### config.mk
export PLATFORM = sky130hd
export DESIGN_NAME = tcdm_prio_arbiter
export DESIGN_NICKNAME = d
export VERILOG_FILES = /design/src/tcdm_pkg.sv /design/src/tcdm_prio_arbiter.sv
export SDC_FILE = /design/constraint.sdc
export NUM_CORES = 1
export LEC_CHECK = 0
export BUFFER_PORTS_ARGS = -buffer_cell sky130_fd_sc_hd__buf_2
export CAP_MARGIN = 10
export CORE_AREA = 2 2 116 118
export CTS_CLUSTER_SIZE = 14
export DETAILED_ROUTE_END_ITERATION = 6
export DIE_AREA = 0 0 118 120
export MAX_ROUTING_LAYER = met4
export PLACE_DENSITY_LB_ADDON = 0.15
export SLEW_MARGIN = 20
export SYNTH_ARGS = -nofsm -noshare
export SYNTH_HDL_FRONTEND = slang
export SYNTH_SLANG_ARGS = --single-unit
### constraint.sdc
create_clock -name clk_i -period 4.2 [get_ports clk_i]
set_input_delay 0.42 -clock clk_i [delete_from_list [all_inputs] [get_ports clk_i]]
set_output_delay 0.42 -clock clk_i [all_outputs]
set_load 0.02 [all_outputs]
### src/tcdm_pkg.sv
// ##########################################################################
// shared sizes and types of the two-channel TCDM interconnect
// request, response and control structs travel as packed structs
// every design file takes what it needs by tcdm_pkg:: scoped names
// ##########################################################################

package tcdm_pkg;

  // one bank per channel, no address interleaving
  localparam int NB_CHAN = 2;

  localparam int ADDR_W  = 8;          // word address inside one bank, 256 words
  localparam int DATA_W  = 32;
  localparam int BE_W    = DATA_W / 8; // one enable per byte lane
  localparam int STALL_W = 8;          // starvation limit and counter width

  // request from one initiator side on one channel, 46 bits
  typedef struct packed {
    logic              req;   // held until gnt
    logic [ADDR_W-1:0] add;   // word address
    logic              wen;   // 1 read, 0 write
    logic [BE_W-1:0]   be;    // byte enables, writes only
    logic [DATA_W-1:0] data;  // write data
  } tcdm_req_t;

  // read response toward one side, 33 bits
  typedef struct packed {
    logic              r_valid;  // single-cycle pulse
    logic [DATA_W-1:0] r_data;
  } tcdm_resp_t;

  // software control word, quasi-static
  typedef struct packed {
    logic               swap_prio;  // 1 favors the low side
    logic [STALL_W-1:0] max_stall;  // 0 turns the starvation override off
  } tcdm_ctrl_t;

  // arbiter to router tag, one per channel
  typedef struct packed {
    logic read_gnt;  // a read was granted this cycle
    logic to_high;   // grant went to the high side
  } tcdm_side_t;

endpackage

### src/tcdm_prio_arbiter.sv
// ##########################################################################
// fixed-priority side select at the bank boundary, one decision per channel
// swap_prio flips the favored side, max_stall lets the other side through
// grants are combinational from the requests, the banks never stall
// ##########################################################################

`timescale 1ns/100ps

module tcdm_prio_arbiter (
  input  logic                          clk_i,
  input  logic                          rst_ni,
  input  logic                          clear_i,     // restarts the stall count
  input  tcdm_pkg::tcdm_ctrl_t          ctrl_i,
  input  tcdm_pkg::tcdm_req_t           high_req_i [tcdm_pkg::NB_CHAN],
  input  tcdm_pkg::tcdm_req_t           low_req_i  [tcdm_pkg::NB_CHAN],
  output logic [tcdm_pkg::NB_CHAN-1:0]  high_gnt_o,
  output logic [tcdm_pkg::NB_CHAN-1:0]  low_gnt_o,
  output tcdm_pkg::tcdm_req_t           bank_req_o [tcdm_pkg::NB_CHAN],
  output tcdm_pkg::tcdm_side_t          side_o     [tcdm_pkg::NB_CHAN]
);

  logic [tcdm_pkg::NB_CHAN-1:0] fav_req;    // requests of the favored side
  logic [tcdm_pkg::NB_CHAN-1:0] unfav_req;  // requests of the other side
  logic [tcdm_pkg::NB_CHAN-1:0] fav_gnt;
  logic [tcdm_pkg::NB_CHAN-1:0] unfav_gnt;
  logic                         contend;    // both sides want some channel
  logic                         override;   // unfavored side owns every channel
  logic [tcdm_pkg::STALL_W-1:0] stall_cnt_q;

  // map high/low onto favored/unfavored
  for (genvar c = 0; c < tcdm_pkg::NB_CHAN; c++)
  begin : g_side_map
    always_comb
    begin
      if (ctrl_i.swap_prio)
      begin
        fav_req[c]   = low_req_i[c].req;   // accelerator first
        unfav_req[c] = high_req_i[c].req;
      end
      else
      begin
        fav_req[c]   = high_req_i[c].req;  // cores first, default
        unfav_req[c] = low_req_i[c].req;
      end
    end
  end

  // contention is seen per channel and then reduced over all channels
  assign contend = |(fav_req & unfav_req);

  // counter at or past the limit lets the unfavored side in this cycle
  assign override = (ctrl_i.max_stall != '0) && (stall_cnt_q >= ctrl_i.max_stall);

  // consecutive contending cycles, saturates instead of wrapping
  always_ff @(posedge clk_i or negedge rst_ni)
  begin
    if (!rst_ni)
      stall_cnt_q <= '0;
    else if (clear_i || !contend)
      stall_cnt_q <= '0;                    // any quiet cycle restarts it
    else if (stall_cnt_q != '1)
      stall_cnt_q <= stall_cnt_q + 1'b1;
  end

  for (genvar c = 0; c < tcdm_pkg::NB_CHAN; c++)
  begin : g_grant
    // favored wins unless overridden, otherwise the channel belongs to the other side
    assign fav_gnt[c]   = fav_req[c] & ~override;
    assign unfav_gnt[c] = unfav_req[c] & ~fav_gnt[c];

    // back from favored/unfavored to high/low
    assign high_gnt_o[c] = ctrl_i.swap_prio ? unfav_gnt[c] : fav_gnt[c];
    assign low_gnt_o[c]  = ctrl_i.swap_prio ? fav_gnt[c]   : unfav_gnt[c];

    // bank port mux, req follows the grant so an idle cycle is a no-op
    always_comb
    begin
      if (high_gnt_o[c])
        bank_req_o[c] = high_req_i[c];
      else
        bank_req_o[c] = low_req_i[c];  // also the idle default
      bank_req_o[c].req = high_gnt_o[c] | low_gnt_o[c];

      // tag for the response router
      side_o[c].read_gnt = bank_req_o[c].req & bank_req_o[c].wen;
      side_o[c].to_high  = high_gnt_o[c];
    end
  end

endmodule

# Word level (Yosys, flattened, before mapping)
# Cells that the tools add are included.
# word_totals
reg_bits	8
input_bits	196
output_inout_bits	100
word_cells	34
# op_classes
addsub	1
n_lt_le_gt_ge	1
eq_ne	1
n_mux	12
bitwise_logic	12
reduce_logical	6
# ops
operator	count
45-bit two-way mux	2
8-bit two-way mux	2
8-bit by 1-bit adder with 8-bit output, second input constant	1
8-bit greater-or-equal comparator	1
1-bit two-way mux	8
8-bit != test, second input constant	1
8-bit nonzero test	1
1-bit AND	6
1-bit NOT	3
2-bit AND	1
1-bit bitwise OR	2
2-bit nonzero test	1
2-bit OR reduction	1
1-bit logical AND	1
1-bit logical NOT	1
1-bit logical OR	1

# Logic depth before layout (Yosys ltp)
# depth
ltp_word	9
ltp_mapped	11
ltp_nobuf	8

# Worst setup path before layout
# No wires, ideal clock.
# synth_path
path_kind	input to output
startpoint	input ctrl_i[0] (netlist bit)
endpoint	output side_o[1] (netlist bit)
arrival_ns	2.609
t_required_ns	3.780
slack_ns	1.171
stages	9
path_buffers	2
cell_sequence	ha_1 > nand2b_1 > a2111o_1 > a32oi_4 > nand2_2 > o21ba_1 > buf_6 > buf_6 > o21ai_0
# synth_lines
item	line_no	source
start, declared	tcdm_prio_arbiter.sv:13	input tcdm_pkg::tcdm_ctrl_t ctrl_i,
end, declared	tcdm_prio_arbiter.sv:19	output tcdm_pkg::tcdm_side_t side_o [tcdm_pkg::NB_CHAN]

==> flow_metrics.tcl <==
set metrics [dict create \
    setup_viol 0 \
    clk_latency_ns 0.23 \
    crit_slowest_cell "a2111o_1" \
    antenna-diode-count 0 \
    setup_tns_ns 0 \
    p_leak_nw 2.250 \
    gp_congestion 0.7933 \
    port_buffers 295 \
    reg2regPathDepth 6 \
    slew_viol_final 0 \
    avgRoutedWirePerCell_um 14.15 \
    intPower_mw 0.4451 \
    hp-class "in2async" \
    clk_pin_slew_worst_paths_ns 0.04 \
    period_share_pct 89.39 \
    max-cap-violations 0 \
    crit_path_max_incr_delay_ns 0.44 \
    ant_nets 0 \
    nNetsFinal 690 \
    coreArea_mm2 0.01298 \
    p_clk_share_pct 22.2 \
    syn_avg_cell_area_um2 10.82 \
    finClkSkew_ns 0.001341 \
    cts_inserted_buffers 3 \
    grt_pass1_wl_um 13510 \
    irDropWorstVdd_mv 0.08340 \
    startpoint_type "flip-flop" \
    syn-cell-area_mm2 0.002131 \
    yosysMostFrequentCell "mux2_4" \
    seqPwrFrac_pct 11.0 \
    grt_pass1_vias 2609 \
    dieArea_mm2 0.01416 \
    synth_ff_type "dfrtp_1" \
    ys_ff_latch 8 \
    largestRegisters "stall_cnt_q x8" \
    p_switching_mw 0.2817 \
    synth_top_area_cell "mux2_4" \
    cts_tree "yes" \
    period_needed_ns 3.754 \
    fmax_ghz 0.2664 \
    antenna_found_initial 0 \
    yosysWarnings 0 \
    cts.sinks 8 \
    cts_resized 0 \
    critical_path_arrival_ns 3.33 \
    status "finished, final reports clean" \
    sw_frac_of_total_pct 38.76 \
    synthCells 197 \
    crit_path_end_kind "output port" \
    ys_top_cells_by_area "mux2_4 (39%), mux2_2 (18%), dfrtp_1 (9.4%)" \
    seq_area_frac_synth_pct 9.395 \
    rows 42 \
    top_level_ports 296 \
    initial_core_util_pct 16.42 \
    vias 2654 \
    grt_remaining_overflow 0 \
    syn_to_final_growth_pct 79.33 \
    drive_gt1_share_pct 82.19 \
    hpwlAfterDp_um 8431 \
    yosys-top-cells-count "mux2_4 (56), mux2_2 (34), inv_1 (12)" \
    ys_types 35 \
    syn_nets 402 \
    cts_max_level 1 \
    tightest_slew_ns 0.4359 \
    final_hold_viol_count 0 \
    synthArstFlopShare_pct 100.0 \
    synth_edf_count 0 \
    cts_hold_buf 0 \
    power_frac_comb_pct 66.9 \
    root_buffer "clkbuf_16" \
    grt_max_degree 38 \
    path_cells "inv_1, ha_1, nand2b_1, a2111o_1, a32oi_4, a21oi_1, o21ba_2, buf_12, mux2_2, buf_2" \
    die_x_um 118 \
    synth.top_cell.area_share_pct 39.46 \
    fin_cells 659 \
    grt.total_usage_pct 12.12 \
    clk_path_buf_depth 2 \
    cts_setup_buffers 0 \
    drt-pass1-iter-count 4 \
    crit_type "reg2out" \
    cp.required_ns 3.78 \
    rsz0062_at_grt "no" \
    top_register "stall_cnt_q" \
    power_density_mw_per_mm2 190.2 \
    die_h_um 120 \
    via_per_inst 4.027 \
    routed_wl_um 9322 \
    drc 0 \
    max_slew_margin_pct 70.94 \
    post-place-cells 656 \
    crit_fanout 37 \
    largest_register_ffs 8 \
    dr.first_iter.drc_count 58 \
]
==> critical path, delay by kind of cell (launching register included) <==
family / cells / cell delay [ns]
muxes: 1 / 0.40
AOI/OAI and AO/OA: 4 / 1.33
DFF: 1 / 0.40
and+or+nand+nor: 1 / 0.14
buffers and inverters: 3 / 0.55
adders and majority gates: 1 / 0.26
==> routing by layer <==
metal / share of wire, % / track usage, % / up-vias
met5: 0 / - / -
li1: - / - / 1297
met2: 55 / 23.55 / 145
met4: 1.2 / 2.636 / 0
met1: 37 / 12.89 / 1202
met3: 6.9 / 1.901 / 10
==> cell type report <==
| type | count | area, um^2 |
|---|---|---|
| clock buffers | 3 | 75.07 |
| multi-input cells | 162 | 1744 |
| fillers | 1396 | 9159 |
| inverters | 12 | 45.04 |
| repair buffers | 298 | 1536 |
| flip-flops and latches | 8 | 200.2 |
| well taps | 176 | 220.2 |
==> metrics by stage <==
step           utilization, %  power, mW  worst slack, ns  hold slack (ns)  cell area (um^2)
5_1_grt                 29.44     0.7651           0.2402          0.03455              3821
3_3_place_gp            28.86     0.5684           0.5736           0.2731              3746
3_5_place_dp            28.86     0.5710           0.5376           0.2733              3746
4_1_cts                 29.44     0.7337           0.3670          0.02899              3821
2_1_floorplan               -     0.3869            1.171           0.1244              2131
6_report                29.44     0.7267           0.4456          0.02470              3821
==> final timing paths <==
path                       slack [ns]             end           start
max reg2reg                      2.59  stall_cnt_q[5]  stall_cnt_q[0]
min                              0.02  stall_cnt_q[3]          rst_ni
min reg2reg                      0.58  stall_cnt_q[5]  stall_cnt_q[5]
max in group asynchronous        4.01  stall_cnt_q[5]          rst_ni
min in group clk_i               0.57  stall_cnt_q[0]         clear_i
max                              0.45  bank_req_o[90]  stall_cnt_q[0]
==> placed cells by master, fill, tap and decap left out, drive strengths merged, types with 3 or more instances in the layout <==
master / Yosys / routed
o21ai: 4 / 4
a21oi: 9 / 9
clkbuf: 3 / 3
nand2b: 3 / 3
xor2: 3 / 3
dfrtp: 8 / 8
nand2: 7 / 7
buf: 12 / 298
nor2: 8 / 8
inv: 12 / 12
mux2: 90 / 90
ha: 9 / 9
==> cell families after synthesis <==
logic type | share of synthesized area (%)
xor+xnor | 1.644
mux | 57.90
flops | 9.395
compound gates | 9.102
fa+ha+maj | 5.285
buf+inv | 8.749
simple gates | 7.927
==> power groups by stage <==
stage / sequential (mW) / combinational [mW] / clock [mW]
after global routing: 0.0798 / 0.518 / 0.168
after detailed placement: 0.0807 / 0.490 / 0
after floorplan: 0.0803 / 0.307 / 0
final: 0.0797 / 0.486 / 0.161
after global placement: 0.0807 / 0.488 / 0
after CTS: 0.0797 / 0.492 / 0.162
Note: power is estimated with default switching activity, not from simulation.
