==> src/tcdm_pkg.sv <==
// ##########################################################################
// shared sizes and types of the two-channel TCDM interconnect
// request, response and control structs travel as packed structs
// every design file takes what it needs by tcdm_pkg:: scoped names
// ##########################################################################

package tcdm_pkg;

  // one bank per channel, no address interleaving
  localparam int NB_CHAN = 2;

  localparam int ADDR_W  = 8;          // word address inside one bank, 256 words
  localparam int DATA_W  = 32;
  localparam int BE_W    = DATA_W / 8; // one enable per byte lane
  localparam int STALL_W = 8;          // starvation limit and counter width

  // request from one initiator side on one channel, 46 bits
  typedef struct packed {
    logic              req;   // held until gnt
    logic [ADDR_W-1:0] add;   // word address
    logic              wen;   // 1 read, 0 write
    logic [BE_W-1:0]   be;    // byte enables, writes only
    logic [DATA_W-1:0] data;  // write data
  } tcdm_req_t;

  // read response toward one side, 33 bits
  typedef struct packed {
    logic              r_valid;  // single-cycle pulse
    logic [DATA_W-1:0] r_data;
  } tcdm_resp_t;

  // software control word, quasi-static
  typedef struct packed {
    logic               swap_prio;  // 1 favors the low side
    logic [STALL_W-1:0] max_stall;  // 0 turns the starvation override off
  } tcdm_ctrl_t;

  // arbiter to router tag, one per channel
  typedef struct packed {
    logic read_gnt;  // a read was granted this cycle
    logic to_high;   // grant went to the high side
  } tcdm_side_t;

endpackage

==> src/tcdm_resp_router.sv <==
// ##########################################################################
// response side of the interconnect, one lane per channel
// delays the arbiter's side tag by one cycle to line up with bank data
// and raises r_valid only toward the side that owned the read
// ##########################################################################

`timescale 1ns/100ps

module tcdm_resp_router (
  input  logic                          clk_i,
  input  logic                          rst_ni,
  input  logic                          clear_i,  // drops reads still in the bank
  input  tcdm_pkg::tcdm_side_t          side_i   [tcdm_pkg::NB_CHAN],
  input  logic [tcdm_pkg::DATA_W-1:0]   rdata_i  [tcdm_pkg::NB_CHAN],
  output tcdm_pkg::tcdm_resp_t          high_resp_o [tcdm_pkg::NB_CHAN],
  output tcdm_pkg::tcdm_resp_t          low_resp_o  [tcdm_pkg::NB_CHAN]
);

  tcdm_pkg::tcdm_side_t side_q [tcdm_pkg::NB_CHAN];  // tag of the read now in the bank

  for (genvar c = 0; c < tcdm_pkg::NB_CHAN; c++)
  begin : g_lane

    // tag pipeline stage, same depth as the bank read register
    always_ff @(posedge clk_i or negedge rst_ni)
    begin
      if (!rst_ni)
        side_q[c] <= '0;
      else if (clear_i)
        side_q[c] <= '0;          // no response after a clear
      else
        side_q[c] <= side_i[c];   // also clears itself on non-read cycles
    end

    // valid is built here, the arbiter passes none
    always_comb
    begin
      high_resp_o[c].r_valid = side_q[c].read_gnt & side_q[c].to_high;
      low_resp_o[c].r_valid  = side_q[c].read_gnt & ~side_q[c].to_high;

      // data fans out to both sides, valid tells who owns it
      high_resp_o[c].r_data  = rdata_i[c];
      low_resp_o[c].r_data   = rdata_i[c];
    end

  end

endmodule

==> config.mk <==
export PLATFORM = sky130hd
export DESIGN_NAME = tcdm_resp_router
export DESIGN_NICKNAME = d
export VERILOG_FILES = /design/src/tcdm_pkg.sv /design/src/tcdm_resp_router.sv
export SDC_FILE = /design/constraint.sdc
export NUM_CORES = 1
export LEC_CHECK = 0
export ABC_AREA = 1
export BUFFER_PORTS_ARGS = -buffer_cell sky130_fd_sc_hd__clkbuf_2
export CAP_MARGIN = 20
export CORE_AREA = 2 2 78 80
export DETAILED_ROUTE_END_ITERATION = 7
export DIE_AREA = 0 0 80 82
export PLACE_DENSITY = 0.59
export SYNTH_ARGS = -nofsm -noshare
export SYNTH_HDL_FRONTEND = slang
export SYNTH_SLANG_ARGS = --single-unit
export TNS_END_PERCENT = 50
==> constraint.sdc <==
create_clock -name clk_i -period 1.02 [get_ports clk_i]
set_input_delay 0.051 -clock clk_i [delete_from_list [all_inputs] [get_ports clk_i]]
set_output_delay 0.051 -clock clk_i [all_outputs]
set_load 0.005 [all_outputs]
# After elaboration in Yosys (flattened, before gate mapping)
# Index checks and enable logic that the tools add are counted.
[classes] muxes=2 bitwise_logic=6
[ops] cell="$and A1 B1 Y1" n=4
[ops] cell="$mux W2" n=2
[ops] cell="$not A1 Y1" n=2
[totals] inputBits=71 reg_bits=4

# Logic depth before layout (Yosys ltp)
# Gate-level depths: netlist (run 1).
[logic_depth] word_depth=2 depth_mapped=2 ltp_nobuf=2

# Least setup slack after synthesis (run 1)
# No wires, ideal clock.
[synth_path] path_type="register -> output" startpoint="reg side_q[0] (netlist bit)" endpoint="out low_resp_o[32] (netlist bit)" path_stages_with_launch=2 path_slack_ps=498 t_arrival_ps=471 required_time_ps=969 n_path_buf=0 path_cell_list="dfrtp_1 nor2_2"
[synth_rtl] element="from (decl)" line_no="tcdm_resp_router.sv:19" rtl="tcdm_pkg::tcdm_side_t side_q [tcdm_pkg::NB_CHAN];"
[synth_rtl] element="from (signal, indexed assignment)" line_no="tcdm_resp_router.sv:32" rtl="side_q[c] <= side_i[c];"
[synth_rtl] element="to (decl)" line_no="tcdm_resp_router.sv:16" rtl="output tcdm_pkg::tcdm_resp_t low_resp_o [tcdm_pkg::NB_CHAN]"

==> results of run 1 <==
-- Yosys cell counts --
cell type	n	area (um2)
dfrtp_1	4	100
nor2_2	2	12.5
nand2_1	2	7.51
buf_4	128	961
nor2_1	4	15.0
inv_1	8	30.0
-- layer usage --
layer	routed length, um	vias to the layer above	share of wire	track usage
met3	443	42	0.33	0.0615
met5	0	-	0	0
met1	270	86	0.20	0.0228
met4	259	0	0.19	0.102
li1	-	81	-	-
met2	387	76	0.28	0.0350
-- worst paths after layout --
path                       slack (ps)             endpoint                 from
max in group asynchronous         720  side_q[3]$_DFF_PN0_               rst_ni
min in group asynchronous         180  side_q[0]$_DFF_PN0_               rst_ni
max                               170      high_resp_o[32]  side_q[0]$_DFF_PN0_
min                                40  side_q[2]$_DFF_PN0_              clear_i
-- power by group --
group          switching [mW]  total, mW  internal, mW
logic                  0.0202     0.0403        0.0201
clock network          0.0762      0.327         0.251
registers             0.00422      0.172         0.168
total                   0.101      0.540         0.439
-- through the flow --
stage	util	power, mW	area (um2)	cells	worst slack, ps
after global placement	0.0538	0.212	309	105	378
final	0.0627	0.540	360	109	168
after detailed placement	0.0538	0.213	309	105	375
after global routing	0.0627	0.582	360	109	97.9
after CTS	0.0627	0.551	360	109	142
after floorplan	-	0.593	1130	148	498
-- timing repair --
| action | in CTS | in global routing |
|---|---|---|
| setup endpoints to repair | 0 | 0 |
| endpoints found under the hold margin | 4 | 0 |
| hold buffers | 1 | 0 |
-- kinds of logic after synthesis --
group                  Yosys count  share of synthesized area
buffers and inverters          136                      0.880
DFF                              4                     0.0889
and+or+nand+nor                  8                     0.0311
-- layout make-up --
type	instances	area [um2]
well taps	75	93.8
inverters	8	30.0
multi-input cells	8	35.0
repair buffers	11	60.1
clock buffers	3	41.3
flip-flops and latches	4	100
fillers	707	5390
==> impl_metrics.ini, run 1 <==
[synthesis]
synth-seq-cells = 4
synth_nets = 219
synth_cell_types = 6
ys_seq_area_frac = 0.0889
syn_inst = 148
netlist_area_um2 = 1130
synth.avg_cell_area_um2 = 7.61
yosysWarnings = 0

[die]
start_util = 0.196
core_area_um2 = 5750
die_area_um2 = 6560
ios = 203
die_height_um = 82
die_w_um = 80
rows = 28

[finish]
layout_common_cells = clkbuf_2 (10), inv_1 (8), nor2_1 (4), dfrtp_1 (4), clkbuf_8 (3)
regMostFlops = side_q
mostFrequentLayoutCell = clkbuf_2
finalNetCount = 107
drive_gt1_frac = 0.441
reg_top3 = side_q (4)
antenna_cells = 0
area_growth_pct = -68.0
largest_register_ffs = 4

[detailed_routing]
wl_per_cell_um = 12.5
wl_um = 1360
ant_nets = 0
drc = 0
firstDrtPassIters = 2
vias = 285
avgViaCountPerCell = 2.61
drtIter0Drc = 2

[setup_path]
path_delay_family = flip-flops
cp_cell_sequence = nand2_1 > inv_1 > clkbuf_2
critPathSlowestCell = dfrtp_1
cp.arrival_ps = 800
cp.required_ps = 970
end_kind = output port
worstPathMaxFanout = 2
worstSetupPathDepth = 3
worstSetupPathType = register to output port
worst-path-buf-inv = 2
cpPeakStageDelay_ps = 370
worstSetupStartpointType = register

[placed_design]
gp_congestion = 0.622
io_buffer_count = 10

[timing]
holdWs_ps = 42.7
hold_violations = 0
maxSlewViolCount = 0
tns_ps = 0
max_slew_margin = 0.890
finalSetupViolCount = 0
fmax_mhz = 1170
rsz0062_at_grt = false
finalCriticalPeriod_ps = 852
fin_crit_sh = 0.836
worst_pin_slew_ps = 164

[clocking]
htreeDepth = 1
cts-root-buf = clkbuf_8
cts-buffers-inserted = 3
post_cts_buffers = 0
cts.sinks = 4
cts_tree = done
cts_resized = 0
max-clock-path-buffers = 2
clk_pin_slew_ps = 30

[global_route]
first_global_vias = 312
antenna_found_initial = 0
grt_pass1_wl_um = 1860
grt_start_max_net_pins = 5
grt_usage = 0.0443
grt_overflow = 0

[pwr]
ir_drop_mv = 0.440
powerDensity_nw_per_um2 = 1500
p_leak_nw = 0.181

[job]
cap_viol_max_count = 0

[worst_hold_path]
holdPathStages = 2
hp-class = primary input to register

[run_status]
status = finished clean
(Power assumes the default switching activity.)
==> inputs of run 2 (changes only) <==
==> constraint.sdc (replaced) <==
create_clock -name clk_i -period 0.83 [get_ports clk_i]
set_input_delay 0.0415 -clock clk_i [delete_from_list [all_inputs] [get_ports clk_i]]
set_output_delay 0.0415 -clock clk_i [all_outputs]
set_load 0.005 [all_outputs]
==> run 2 against run 1 <==
The run now ends with negative setup slack left; setup slack lost 180 ps; combinational power grew 24%; non-clock buffer count unchanged; first-iteration DRC count stayed put; critical endpoint unchanged; highest routed layer unchanged.
==> impl_metrics.ini, run 2 (synthesis gave the netlist of run 1 again) <==
[run_status]
status = finished, violations left
violations = negative setup slack

[detailed_routing]
ant_nets = 0
vias = 285
wl_met1_um = 270
wl_met3_um = 443
wl_per_cell_um = 12.5
drtIter0Drc = 2
firstDrtPassIters = 2
avgViaCountPerCell = 2.61
met2_length_um = 386
drc = 0
wl_um = 1360
highest_layer = met4

[finish]
regMostFlops = side_q
drive_gt1_frac = 0.441
finalNetCount = 107
fin_util = 0.0627
reg_top3 = side_q (4)
layout_common_cells = inv_1 (8), clkbuf_2 (8), nor2_1 (4), dfrtp_1 (4), clkbuf_8 (3)
largest_register_ffs = 4
fillCellCount = 707
fin_area_um2 = 360
area_growth_pct = -68.0
antenna_cells = 0

[clocking]
htreeDepth = 1
post_cts_buffers = 0
max-clock-path-buffers = 2
cts-root-buf = clkbuf_8
cts.sinks = 4
cts-buffers-inserted = 3
cts_tree = done
clk_pin_slew_ps = 30

[setup_path]
worstPathMaxFanout = 2
cp.required_ps = 790
worstSetupPathType = register to output port
cp.arrival_ps = 800
end_kind = output port
worstSetupStartpointType = register

[timing]
fin_ws_ps = -13.3
finalSetupViolCount = 1
finalCriticalPeriod_ps = 843
maxSlewViolCount = 0
hold_violations = 0
rsz0062_at_grt = true
max_slew_margin = 0.890
fin_crit_sh = 1.02
worst_pin_slew_ps = 164
fmax_mhz = 1190

[worst_hold_path]
hp-class = primary input to register
hp-start = clear_i
holdPathEnd = side_q[2]$_DFF_PN0_
holdPathStages = 2

[die]
die_height_um = 82
start_util = 0.196
rows = 28
die_area_um2 = 6560
ios = 203
core_area_um2 = 5750
die_w_um = 80

[global_route]
grt_start_max_net_pins = 5
antenna_found_initial = 0
grt_overflow = 0
grt_usage = 0.0443
grt_pass1_wl_um = 1860
first_global_vias = 312

[placed_design]
gp_congestion = 0.622
io_buffer_count = 10
postPlaceCellArea_um2 = 309

[pwr]
p_leak_nw = 0.181
ir_drop_mv = 0.541
powerDensity_nw_per_um2 = 1840

[job]
cap_viol_max_count = 0
[run 2: cell types whose count changed in the layout (fill, tap and decap cells not counted), sizes merged]
| cell | delta |
|---|---|
| clkbuf | -2 |
| buf | +2 |
[run 2: worst max-delay path, cell delays in order, from the launching register on]
cell      delay [ps]
dfrtp_1          370
nand2_1           80
inv_1             40
clkbuf_2         100
[run 2: final cells by class]
cell class                 instances  area [um2]  area share
multi-input combinational          8        35.0      0.0972
inverter                           8        30.0      0.0833
tap                               75        93.8       0.260
sequential                         4         100       0.278
timing repair buffer              11        60.1       0.167
clock buffer                       3        41.3       0.115
[run 2: what timing repair did]
action | in CTS | in global routing
hold buffers | 1 | 0
endpoints found under the setup margin | 4 | 4
cloned | 0 | 0
endpoints found under the hold margin | 4 | 0
gates resized for setup | 0 | 2
pin swaps | 1 | 1
[run 2: metal layers]
layer / GRT usage / vias to the layer above
li1: - / 81
met3: 0.0615 / 42
met4: 0.102 / 0
met1: 0.0228 / 86
met2: 0.0350 / 76
met5: 0 / -
[run 2: worst max path at each step]
stage | start | endpoint | slack, ps | depth (start not counted)
6_report | side_q[0]$_DFF_PN0_ | high_resp_o[32] | -10 | 3
5_1_grt | side_q[0]$_DFF_PN0_ | high_resp_o[32] | -80 | 3
2_1_floorplan | side_q[0]$_DFF_PN0_ | low_resp_o[32] | 320 | 1
4_1_cts | side_q[0]$_DFF_PN0_ | high_resp_o[32] | -40 | 3
3_3_place_gp | side_q[0]$_DFF_PN0_ | high_resp_o[32] | 200 | 3
3_5_place_dp | side_q[0]$_DFF_PN0_ | high_resp_o[32] | 190 | 3
[run 2: report_power, final]
part,switching [mW],internal (mW)
clock,0.0936,0.308
sequential,0.00528,0.206
combinational,0.0245,0.0253
[run 2: per-stage QoR]
stage / TNS, ps / instances / hold WS (ps) / power [mW] / worst slack (ps)
after global routing: -244 / 109 / 39.9 / 0.716 / -80.1
after CTS: -54.4 / 109 / 28.4 / 0.677 / -38.0
final: -13.3 / 109 / 33.2 / 0.664 / -13.3
after floorplan: 0 / 148 / -254 / 0.729 / 318
after detailed placement: 0 / 105 / -146 / 0.262 / 195
after global placement: 0 / 105 / -152 / 0.261 / 198
==> inputs of run 3 (changes only) <==
--- a/config.mk
+++ b/config.mk
@@ -8,10 +8,12 @@
 export ABC_AREA = 1
 export BUFFER_PORTS_ARGS = -buffer_cell sky130_fd_sc_hd__clkbuf_2
 export CAP_MARGIN = 20
-export CORE_AREA = 2 2 78 80
+export CELL_PAD_IN_SITES_DETAIL_PLACEMENT = 1
+export CELL_PAD_IN_SITES_GLOBAL_PLACEMENT = 1
+export CORE_MARGIN = 2
+export CORE_UTILIZATION = 15
 export DETAILED_ROUTE_END_ITERATION = 7
-export DIE_AREA = 0 0 80 82
-export PLACE_DENSITY = 0.59
+export PLACE_DENSITY = 0.77
 export SYNTH_ARGS = -nofsm -noshare
 export SYNTH_HDL_FRONTEND = slang
 export SYNTH_SLANG_ARGS = --single-unit
==> run 3 against run 2 <==
Global-route usage decreased by 1.2 points; critical path depth decreased by 1; sequential power about the same; via count decreased by 3.5%; fmax increased by 1.5%; cell count increased by 22%; combinational power decreased by 5.6%; the run still ends with negative setup slack left; largest cell class is now tap cells; hold slack got worse by 13 ps; sequential share of layout area decreased by 2.1 points.
==> impl_metrics.ini, run 3 (synthesis gave the netlist of run 1 again) <==
[finish]
fin_area_um2 = 390
fillCellCount = 880
regMostFlops = side_q
antenna_cells = 0
drive_gt1_frac = 0.441
area_growth_pct = -65.3
fin_util = 0.0538
reg_top3 = side_q (4)
finalNetCount = 107
layout_common_cells = clkbuf_2 (10), inv_1 (8), nor2_1 (4), dfrtp_1 (4), clkbuf_8 (3)
largest_register_ffs = 4
mostFrequentLayoutCell = clkbuf_2

[detailed_routing]
vias = 275
drc = 0
wl_um = 1390
firstDrtPassIters = 2
avgViaCountPerCell = 2.07
drtIter0Drc = 12
ant_nets = 0
wl_per_cell_um = 10.4

[global_route]
grt_pass1_wl_um = 1940
grt_overflow = 0
grt_usage = 0.0320
grt_start_max_net_pins = 5
antenna_found_initial = 0
first_global_vias = 353

[die]
core_area_um2 = 7250
rows = 31
die_area_um2 = 8220
start_util = 0.155
die_w_um = 90.6
ios = 203
die_height_um = 90.6

[timing]
max_slew_margin = 0.933
worst_pin_slew_ps = 100
fmax_mhz = 1200
maxSlewViolCount = 0
rsz0062_at_grt = true
hold_violations = 0
finalCriticalPeriod_ps = 831
finalSetupViolCount = 1
fin_ws_ps = -0.842
fin_crit_sh = 1.00

[clocking]
htreeDepth = 1
clk_pin_slew_ps = 30
cts-root-buf = clkbuf_8
max-clock-path-buffers = 2
cts_tree = done
cts.sinks = 4
cts-buffers-inserted = 3
post_cts_buffers = 0

[setup_path]
cp.required_ps = 790
worstPathMaxFanout = 2
cp.arrival_ps = 790
worstSetupPathType = register to output port
end_kind = output port
worstSetupStartpointType = register

[placed_design]
gp_congestion = 0.563
io_buffer_count = 10
dp_hpwl_um = 1110
postPlaceCellArea_um2 = 339

[run_status]
status = finished, violations left
violations = negative setup slack

[job]
cap_viol_max_count = 0

[pwr]
ir_drop_mv = 0.406
powerDensity_nw_per_um2 = 1680
p_leak_nw = 0.180

[worst_hold_path]
hp-class = primary input to register
-- run 3: cell count changes in the layout (fill, tap and decap cells not counted), sizes merged --
cell	before	now
buf	2	0
clkbuf	11	13
-- run 3: worst max-delay path, cell delays in order (launching register included) --
cell and delay, ps:
dfrtp_1 370, nor2_2 100, clkbuf_2 110
-- run 3: final timing paths --
check,from,to,slack (ps),cells past startpoint
setup / recovery,side_q[0]$_DFF_PN0_,low_resp_o[32],-0.8,2
hold / removal,side_i[1],side_q[1]$_DFF_PN0_,20,3
max in group asynchronous,rst_ni,side_q[1]$_DFF_PN0_,540,2
min in group asynchronous,rst_ni,side_q[2]$_DFF_PN0_,170,2
-- run 3: metrics by stage --
stage	hold slack [ps]	total power, mW	worst slack (ps)	setup TNS (ps)	std cells
detailed placement	-147	0.260	211	0	129
global placement	-152	0.256	224	0	129
finish	20.4	0.655	-0.842	-0.842	133
floorplan	-254	0.729	318	0	148
CTS	20.5	0.672	-15.4	-36.5	133
global route	31.0	0.707	-58.0	-198	133
-- run 3: what timing repair did --
item	in CTS	in global routing
hold buffers	1	0
gates resized for setup	0	0
endpoints found under the hold margin	4	0
pin swaps	1	0
setup endpoints to repair	4	4
-- run 3: layout make-up --
class / instances / area (um2) / area share
tap: 99 / 124 / 0.317
clock buffer: 3 / 41.3 / 0.106
multi-input combinational: 8 / 35.0 / 0.0897
inverter: 8 / 30.0 / 0.0769
sequential: 4 / 100 / 0.256
timing repair buffer: 11 / 60.1 / 0.154
-- run 3: report_power, final --
part,total [mW],switching [mW],internal [mW]
Sequential,0.212,0.00558,0.206
Clock,0.396,0.0881,0.308
Combinational,0.0471,0.0221,0.0250
-- run 3: metal layers --
metal	routed length [um]	share of wire	track usage
met1	182	0.13	0.0121
met2	426	0.31	0.0211
met3	543	0.39	0.0701
met4	234	0.17	0.0526
met5	0	0	0
